File: config.mk
export PLATFORM = sky130hd
export DESIGN_NAME = sprite_engine
export DESIGN_NICKNAME = d
export VERILOG_FILES = /design/src/hdl/spu_pkg.sv /design/src/hdl/sprite_engine.sv
export SDC_FILE = /design/constraint.sdc
export NUM_CORES = 1
export LEC_CHECK = 0
export ABC_AREA = 1
export BUFFER_PORTS_ARGS = -buffer_cell sky130_fd_sc_hd__buf_2
export CELL_PAD_IN_SITES_DETAIL_PLACEMENT = 1
export CELL_PAD_IN_SITES_GLOBAL_PLACEMENT = 2
export CORE_MARGIN = 2
export CORE_UTILIZATION = 36
export DETAILED_ROUTE_END_ITERATION = 16
export GPL_TIMING_DRIVEN = 0
export MAX_ROUTING_LAYER = met4
export PLACE_DENSITY_LB_ADDON = 0.2
export SLEW_MARGIN = 10
export SYNTH_ARGS = -nofsm -noshare
export SYNTH_HDL_FRONTEND = slang
export SYNTH_SLANG_ARGS = --single-unit
File: constraint.sdc
create_clock -name clk -period 9.1 [get_ports clk]
set_clock_uncertainty 0.2 [all_clocks]
set_input_delay 0.91 -clock clk [delete_from_list [all_inputs] [get_ports clk]]
set_output_delay 0.91 -clock clk [all_outputs]
set_load 0.01 [all_outputs]
File: src/hdl/spu_pkg.sv
package spu_pkg;

	// --------------------
	// sizes
	// --------------------
	localparam int line_w = 256;		// pixels per line
	localparam int pal_entries = 256;	// 16 banks of 16 colours

	// colour mode of a sprite
	typedef enum logic [1:0] {
		off           = 2'd0,
		four_color    = 2'd1,
		sixteen_color = 2'd2,
		true_color    = 2'd3
	} mode_e;

	// palette entry, line buffer entry, true colour byte
	typedef struct packed {
		logic       opaque;	// 0 = transparent
		logic [6:0] rgb;
	} color_t;

	// one sprite, low half at word 2i, high half at word 2i+1
	typedef struct packed {
		logic [8:0]  x;
		logic [8:0]  y;
		logic [6:0]  height;		// in lines
		mode_e       mode;
		logic        flip_x;
		logic        flip_y;
		logic [15:0] base;		// word address of row 0
		logic [5:0]  width_words;	// words per sprite row
		logic [3:0]  pal;		// palette bank
		logic [8:0]  pad;
	} sprite_attr_t;

	// one memory word, leftmost pixel in the top field
	typedef union packed {
		logic [7:0][1:0] c4;	// 8 pixels of 2 bits
		logic [3:0][3:0] c16;	// 4 pixels of 4 bits
		color_t [1:0]    tc;	// 2 raw bytes
	} mem_word_u;

	// log2 of pixels per word
	function automatic logic [1:0] ppw_log2(input mode_e m);
		case (m)
			four_color:    return 2'd3;	// 8 px
			sixteen_color: return 2'd2;	// 4 px
			default:       return 2'd1;	// 2 px, true colour
		endcase
	endfunction

endpackage

File: src/hdl/sprite_engine.sv
module sprite_engine #(
	parameter int num_sprites = 16
) (
	input  logic                           clk,
	input  logic                           arst_n,
	input  logic                           frame_start,
	input  logic                           line_start,
	output logic [$clog2(num_sprites)-1:0] attr_idx,
	input  spu_pkg::sprite_attr_t          attr,
	output logic [7:0]                     pal_addr,
	input  spu_pkg::color_t                pal_data,
	output logic                           mem_req,
	output logic [15:0]                    mem_addr,
	input  logic                           mem_ack,
	input  logic [15:0]                    mem_data,
	output logic                           wr_en,
	output logic [8:0]                     wr_x,
	output spu_pkg::color_t                wr_pix,
	output logic                           busy
);
	localparam int idx_w = $clog2(num_sprites);

	typedef enum logic [2:0] {s_init, s_idle, s_attr, s_check, s_wait, s_pix} state_e;

	state_e state;
	logic [7:0] init_cnt;		// post-reset clear, 256 cycles
	logic [8:0] line_cnt;		// next line to build
	logic [8:0] cur_line;		// line being built
	logic [idx_w-1:0] spr;
	logic [5:0] word_idx;
	logic [2:0] pix;		// pixel within word
	spu_pkg::sprite_attr_t sa;	// latched attributes
	logic [15:0] line_addr;		// first word of the row
	spu_pkg::mem_word_u word;

	// pixel stage, aligned with pal_data
	logic p1_valid;
	logic [8:0] p1_x;
	logic p1_tc;
	spu_pkg::color_t p1_byte;

	logic [9:0] dy;
	logic covers;
	logic [6:0] row;
	logic [1:0] sh;
	logic [2:0] ppw_m1;
	logic [8:0] k;
	logic [8:0] tw;
	logic [9:0] xpos;
	logic [3:0] idx;
	logic last_pix;
	logic last_word;
	logic spr_done;

	// --------------------
	// geometry
	// --------------------
	assign dy = {1'b0, cur_line} - {1'b0, sa.y};	// above the sprite wraps past 511
	assign covers = (sa.mode != spu_pkg::off) && (sa.width_words != 6'd0)
		&& (dy < {3'b0, sa.height});
	assign row = sa.flip_y ? (sa.height - 7'd1 - dy[6:0]) : dy[6:0];
	assign sh = spu_pkg::ppw_log2(sa.mode);
	assign ppw_m1 = 3'((4'd1 << sh) - 4'd1);
	assign k = ({3'b0, word_idx} << sh) + {6'b0, pix};	// pixel number in row
	assign tw = {3'b0, sa.width_words} << sh;		// row width in pixels
	assign xpos = sa.flip_x ? ({1'b0, sa.x} + {1'b0, tw} - 10'd1 - {1'b0, k})
		: ({1'b0, sa.x} + {1'b0, k});

	// decode through the union, msb field first
	assign idx = (sa.mode == spu_pkg::four_color) ? {2'b00, word.c4[~pix]} : word.c16[~pix[1:0]];
	assign pal_addr = {sa.pal, idx};

	assign last_pix = (pix == ppw_m1);
	assign last_word = (word_idx == sa.width_words - 6'd1);
	assign spr_done = ((state == s_check) && !covers)
		|| ((state == s_pix) && last_pix && last_word);

	assign attr_idx = spr;
	assign mem_addr = line_addr + 16'(word_idx);

	// write one cycle after the palette read
	assign wr_en = p1_valid;
	assign wr_x = p1_x;
	assign wr_pix = p1_tc ? p1_byte : pal_data;

	// --------------------
	// control FSM
	// --------------------
	always_ff @(posedge clk or negedge arst_n)
	begin
		if (!arst_n)
		begin
			state <= s_init;
			init_cnt <= '0;
			line_cnt <= '0;
			cur_line <= '0;
			spr <= '0;
			word_idx <= '0;
			pix <= '0;
			mem_req <= 1'b0;
			p1_valid <= 1'b0;
			busy <= 1'b0;
		end
		else
		begin
			p1_valid <= 1'b0;
			if (line_start)
			begin
				cur_line <= frame_start ? 9'd0 : line_cnt;		// build this one
				line_cnt <= (frame_start ? 9'd0 : line_cnt) + 9'd1;
			end
			else if (frame_start)
				line_cnt <= '0;

			if (state == s_init)
			begin
				init_cnt <= init_cnt + 8'd1;
				busy <= (init_cnt != 8'hff);	// buffers clearing
				if (init_cnt == 8'hff)
					state <= s_idle;
			end
			else if (line_start)
			begin
				state <= s_attr;	// restart from sprite 0
				spr <= '0;
				mem_req <= 1'b0;
				busy <= 1'b1;
			end
			else
			begin
				case (state)
					s_attr: state <= s_check;
					s_check:
					begin
						if (covers)
						begin
							word_idx <= '0;
							mem_req <= 1'b1;
							state <= s_wait;
						end
					end
					s_wait:
					begin
						if (mem_ack)
						begin
							mem_req <= 1'b0;	// low while decoding
							pix <= '0;
							state <= s_pix;
						end
					end
					s_pix:
					begin
						p1_valid <= ~xpos[9];	// beyond 511 never written
						pix <= pix + 3'd1;
						if (last_pix && !last_word)
						begin
							word_idx <= word_idx + 6'd1;
							mem_req <= 1'b1;
							state <= s_wait;
						end
					end
					default: ;
				endcase

				if (spr_done)
				begin
					if (spr == idx_w'(num_sprites - 1))
					begin
						state <= s_idle;	// line complete
						busy <= 1'b0;
					end
					else
					begin
						spr <= spr + 1'b1;
						state <= s_attr;
					end
				end
			end
		end
	end

	// payload
	always_ff @(posedge clk)
	begin
		if (state == s_attr)
			sa <= attr;
		if (state == s_check)
			line_addr <= sa.base + 16'(row) * 16'(sa.width_words);
		if ((state == s_wait) && mem_ack)
			word <= mem_data;
		p1_x <= xpos[8:0];
		p1_tc <= (sa.mode == spu_pkg::true_color);
		p1_byte <= word.tc[~pix[0]];
	end

	a_addr_stable: assert property (@(posedge clk) disable iff (!arst_n)
		mem_req && !mem_ack |=> $stable(mem_addr));
	a_ack_req: assert property (@(posedge clk) disable iff (!arst_n)
		mem_ack |-> mem_req);

endmodule

After elaboration in Yosys (flattened, before gate mapping)
Index checks and enable logic that the tools add are counted.
{ "totals": {"word_cells": 147, "in_bits": 93, "reg_bits": 150} }
{ "classes": {"n_mul": 1, "bitwise_logic": 6, "mux": 42, "n_shift": 3, "addsub": 17, "reduce_logical": 26, "eq_ne": 23, "magnitude_cmp": 4} }
{ "op_table": {"columns": ["cell", "n"], "rows": [
  ["3-bit 2-to-1 mux", 8],
  ["8-bit 2-to-1 mux", 3],
  ["9-bit by 9-bit adder with 10-bit output", 2],
  ["4-bit 2-to-1 mux", 5],
  ["9-bit 2-to-1 mux", 2],
  ["6-bit by 2-bit left shift with 9-bit output", 2],
  ["16-bit by 13-bit adder with 16-bit output", 1],
  ["16-bit by 6-bit adder with 16-bit output", 1],
  ["5-bit AND reduction", 3],
  ["7-bit by 6-bit multiplier with 13-bit output", 1],
  ["6-bit 2-to-1 mux", 2],
  ["3-bit one-hot mux with 4 select lines", 1],
  ["6-bit one-hot mux with 2 select lines", 1],
  ["1-bit 2-to-1 mux", 11],
  ["10-bit by 7-bit < comparator with 1-bit output", 1],
  ["10-bit 2-to-1 mux", 1],
  ["5-bit != test (second input constant)", 2],
  ["10-bit by 1-bit subtractor with 10-bit output (second input constant)", 1],
  ["10-bit by 9-bit subtractor with 10-bit output", 1],
  ["9-bit by 9-bit subtractor with 10-bit output", 1],
  ["9-bit by 1-bit adder with 9-bit output (second input constant)", 1],
  ["9-bit by 3-bit adder with 9-bit output", 1],
  ["8-bit by 1-bit adder with 8-bit output (second input constant)", 1],
  ["4-bit binary-select mux with 2-bit select", 1],
  ["other kinds (46)", 68]
]} }

Depth between registers and ports, before layout
{ "logic_depth": {"depth_word": 11, "mapped_depth": 33, "mapped_depth_nobuf": 33} }

Worst setup path before layout
No wires, ideal clock.
{ "synth_timing": {"path_kind": "register -> register", "startpoint": "register cur_line[0]", "endpoint": "register line_addr[15], data pin", "arrival_time_ps": 5882, "period_less_slack_ps": 6347, "path_stages_with_launch": 27, "required_ps": 8635, "n_path_buf": 0, "slack_ps": 2753, "path_cell_list": "dfrtp_1 -> inv_1 -> ha_1 -> inv_1 -> fa_1 -> fa_1 -> or2_2 -> o21ai_1 -> nand2_1 -> nand2_1 -> nor2_1 -> a21oi_1 -> nor2_1 -> fa_1 -> fa_1 -> fa_1 -> inv_1 -> fa_1 -> inv_1 -> ha_1 -> a21oi_1 -> nand2_1 -> nand2_1 -> o2111ai_1 -> a21boi_0 -> o21ai_0 -> xor2_1"} }
{ "synth_via": {"elab_chain_len": 5} }
{ "synth_lines": {"columns": ["item", "line", "text"], "rows": [
  ["start, declared", "sprite_engine.sv:28", "logic [8:0] cur_line;"],
  ["start signal, assigned", "sprite_engine.sv:109", "cur_line <= frame_start ? 9'd0 : line_cnt;"],
  ["9-bit by 9-bit subtractor with 10-bit output *", "sprite_engine.sv:58", "assign dy = {1'b0, cur_line} - {1'b0, sa.y};"],
  ["7-bit subtractor", "sprite_engine.sv:61", "assign row = sa.flip_y ? (sa.height - 7'd1 - dy[6:0]) : dy[6:0];"],
  ["7-bit 2-to-1 mux *", "sprite_engine.sv:61", null],
  ["7-bit by 6-bit multiplier with 13-bit output *", "sprite_engine.sv:188", "line_addr <= sa.base + 16'(row) * 16'(sa.width_words);"],
  ["16-bit by 13-bit adder with 16-bit output *", "sprite_engine.sv:188", null],
  ["end signal, assigned", "sprite_engine.sv:188", null],
  ["end, declared", "sprite_engine.sv:33", "logic [15:0] line_addr;"]
]} }
Mark *: on every way between the ends. The rest lies on a longest branch, timed or not.
A chain may end at the register's enable or synchronous reset.

Worst setup path in the final report
Same ends and word-level chain as after synthesis.

==> results.md <==
Status:
- The flow ran to the end, and the final reports show no timing, DRC or antenna violations.

Setup path:
- The largest fanout of any net on the critical path is 6.
- The largest delay contributor family on the critical path is adder cells.
- Data on the critical path is required at its endpoint by between 9 and 10 ns.
- Among all stages on the critical path, the largest delay is contributed by sky130_fd_sc_hd__o21ai_0.
- The launching element type of the critical path is a flip-flop.
- For the worst setup path, the data arrival time is 7.07 ns.
- In this design, the stage delay of the slowest critical-path cell is a little over 0.6 ns.
- The sort of element at the end of the critical path is a flip-flop.
- Counting both buffers and inverters, the worst setup path holds a total of 5.
- The kind of critical path is flip-flop to flip-flop.

Synthesis:
- The async set-reset flop share out of synthesis is 0.300.
- For this run, the leading register cell type out of synthesis is sky130_fd_sc_hd__edfxtp_1.
- Yosys mapped a number of flops with a built-in enable equal to 87.
- In this run, distinct cell masters in the synthesized netlist total 48.
- The average cell area after synthesis is approximately 9 um^2.
- The number of nets produced by synthesis is approximately 1,400.
- The count of mapped cells out of synthesis is 1,190.
- The synthesized netlist occupies a cell area of 10,500 um^2.
- Yosys printed 0 warnings.
- Of the synthesized area, sequential elements account for 0.392.
- The register bit total from synthesis is 150.

Route:
- The remaining antenna violation count after routing is 0.
- For this run, design rule violations remaining after detail routing come to 0.
- For this block, the routed nets add up to 26.0 mm of wire.
- For this block, the via count after detailed routing is between 8,000 and 9,000.
- The post-detailed-route via-to-cell ratio is 4.73.
- After the first detailed-routing iteration, the DRC count stood at 299.
- The first detailed-routing pass ran for 4 iterations.
- Dividing the detail-routed wire length by the instance count gives 15.0 um.

CTS:
- The setup fix buffers added after clock tree synthesis is 0.
- Counting the buffers created by CTS gives 17.
- The cts-stage hold buffer count is 0.
- The later pin in the worst-skew pair is clocked with a latency of about 0.44 ns.
- The post-cts resize count is 0.
- The root buffer cell chosen for the clock tree is sky130_fd_sc_hd__clkbuf_16.
- Clock-pin slew was measured on the worst setup and hold paths at 0.07 ns.
- The H-tree depth reported by CTS is 4.
- No sink is reached through more buffers than the 2 on the longest clock path.
- The clock drives 150 sinks.
- The clock tree from TritonCTS is built.

Timing:
- The maximum frequency from static timing analysis is 0.141 GHz.
- The final period utilization is 0.780.
- Setup repair after global routing left no endpoint under its margin.
- For the finished layout, the period the worst path requires is 7.09 ns.
- Headroom to the max-slew limit came out at 0.238.
- The transition time of the tightest slew-check pin is approximately 1.1 ns.
- The number of max-slew violations in the final report is 0.
- The setup total negative slack is 0 ns.
- The hold violation count in the final report is 0.
- Setup violations remaining at the end of the flow were counted as 0.

Floorplan:
- After floorplanning, the core was divided into 62 placement rows.
- The area of the die is about 30,000 um^2.
- The floorplan step set the die width to 174 um.
- The initial utilization of the core area, before any placement, comes to 0.366.
- The core area is 28,600 um^2.
- The count of boundary I/O pins is 141.
- The floorplan step set the die height to 174 um.

Placed design:
- The number of instances in the placed design is 1,707.
- The final HPWL from detailed placement is 20.8 mm.
- The last weighted congestion value of the routability-driven placer is 0.820.
- Buffers placed on the I/O ports in this run total 130.

GRT:
- The global routing usage summed across all routing layers is 0.187.
- The initial antenna violation count is 0.
- After global routing the overflow that remains totals 0.
- The via count of the first global-routing pass is 8,705.
- The first global-routing pass estimated 43.4 mm of wire.
- Entering global routing, the biggest net connects 46 pins.

Layout:
- Leaving out fill and tap cells, the most frequent cells in the layout are 247 x sky130_fd_sc_hd__nand2_1, 194 x sky130_fd_sc_hd__inv_1, 130 x sky130_fd_sc_hd__buf_2.
- The area growth from synthesis to layout is 17.0%.
- The library cell used most frequently in the layout, excluding fill and tap cells, is sky130_fd_sc_hd__nand2_1.
- In the final layout, the share of cells above drive strength 1 is 0.159.
- The number of nets in the finished design is 1,570.
- Leaving out filler cells and counting taps, the final layout contains 1,739.
- The final antenna diode count is 0.

Job:
- The number of max-cap violations is 0.

Worst hold path:
- The path class of the tightest hold or removal check is flip-flop to flip-flop.
layout make-up:
cell class | instances | area (um^2)
buffer | 24 | 148
clock buffer | 23 | 510
clock inverter | 9 | 61.3
fill | 3440 | 16400
inverter | 201 | 754
multi-input combinational | 815 | 5470
sequential | 150 | 4100
tap | 384 | 480
timing repair buffer | 133 | 716
logic make-up after synthesis:
group / Yosys count / share of synthesized area
AND/OR/NAND/NOR: 458 / 0.185
buffers and inverters: 225 / 0.0862
AO/OA/AOI/OAI: 148 / 0.0783
XOR/XNOR: 65 / 0.0544
multiplexers: 9 / 0.00957
flip-flops: 150 / 0.392
adder cells (fa/ha/maj): 135 / 0.194
sequential cells by signal, summed over array words and instances (netlist names):
| signal | flops |
|---|---|
| p1_tc | 1 |
| word_idx | 6 |
| state | 3 |
| pix | 3 |
| busy | 1 |
| pal_addr | 4 |
| p1_byte | 8 |
| attr_idx | 4 |
| init_cnt | 8 |
| mem_req | 1 |
| cur_line | 9 |
| line_addr | 16 |
| sa | 51 |
| wr_x | 9 |
| wr_en | 1 |
| line_cnt | 9 |
| word | 16 |
stage by stage:
step | util | hold WS, ns | area, um^2 | setup slack, ns
final | 0.428 | 0.273 | 12200 | 2.01
after global routing | 0.428 | 0.294 | 12200 | 1.34
after CTS | 0.428 | 0.279 | 12200 | 1.87
after detailed placement | 0.408 | 0.265 | 11700 | 1.90
after global placement | 0.405 | 0.256 | 11600 | 1.91
after floorplan | - | 0.237 | 10500 | 2.75
metal layers:
layer / routed length, um / part of all wire / up-vias / GRT usage
li1: - / - / 4140 / -
met2: 13000 / 0.50 / 110 / 0.321
met1: 11800 / 0.45 / 3959 / 0.226
met3: 760 / 0.029 / 24 / 0.0280
met5: 0 / 0 / - / -
met4: 463 / 0.018 / 0 / 0.0578
synth_stat cells (2+ instances only):
master / count / area [um^2]
sky130_fd_sc_hd__dfxtp_1: 18 / 360
sky130_fd_sc_hd__o21ai_1: 6 / 30.0
sky130_fd_sc_hd__nor2_2: 4 / 25.0
sky130_fd_sc_hd__a21oi_1: 50 / 250
sky130_fd_sc_hd__a21o_1: 3 / 22.5
sky130_fd_sc_hd__nand2_2: 6 / 37.5
sky130_fd_sc_hd__nand4_1: 9 / 56.3
sky130_fd_sc_hd__nor3_2: 3 / 30.0
sky130_fd_sc_hd__buf_6: 5 / 56.3
sky130_fd_sc_hd__dfrtp_1: 45 / 1130
sky130_fd_sc_hd__or2_2: 2 / 12.5
sky130_fd_sc_hd__o21ai_0: 59 / 295
sky130_fd_sc_hd__o22ai_1: 3 / 18.8
sky130_fd_sc_hd__fa_1: 46 / 921
sky130_fd_sc_hd__nand2_1: 247 / 927
sky130_fd_sc_hd__inv_1: 194 / 728
sky130_fd_sc_hd__nand3_1: 64 / 320
sky130_fd_sc_hd__xor2_1: 44 / 385
sky130_fd_sc_hd__edfxtp_1: 87 / 2610
sky130_fd_sc_hd__a311oi_1: 2 / 17.5
sky130_fd_sc_hd__clkbuf_1: 12 / 45.0
sky130_fd_sc_hd__o21bai_1: 3 / 22.5
sky130_fd_sc_hd__buf_4: 5 / 37.5
sky130_fd_sc_hd__inv_2: 6 / 22.5
sky130_fd_sc_hd__mux2_2: 8 / 90.1
sky130_fd_sc_hd__a31oi_1: 8 / 50.1
sky130_fd_sc_hd__xnor2_1: 21 / 184
sky130_fd_sc_hd__nand3_2: 3 / 30.0
sky130_fd_sc_hd__ha_1: 89 / 1110
sky130_fd_sc_hd__nor2_1: 104 / 390
sky130_fd_sc_hd__nor3_1: 9 / 45.0
sky130_fd_sc_hd__nand2_4: 3 / 33.8
sky130_fd_sc_hd__o21ai_2: 2 / 17.5
sky130_fd_sc_hd__o31ai_1: 6 / 45.0
path summary, 6_finish.rpt:
path / start / endpoint / slack, ns / cells after the start
worst max-delay path: cur_line[0] / line_addr[15] / 2.01 / 27
worst min-delay path: init_cnt[7] / init_cnt[7] / 0.27 / 1
worst max register to register: cur_line[0] / line_addr[15] / 2.01 / 27
worst min register to register: init_cnt[7] / init_cnt[7] / 0.27 / 1
max in group asynchronous: arst_n / init_cnt[4] / 7.94 / 1
min in group asynchronous: arst_n / word_idx[3] / 0.30 / 1
Power is not shown: default switching activity piles up to over one toggle a cycle in this logic, so the estimate is an artifact.
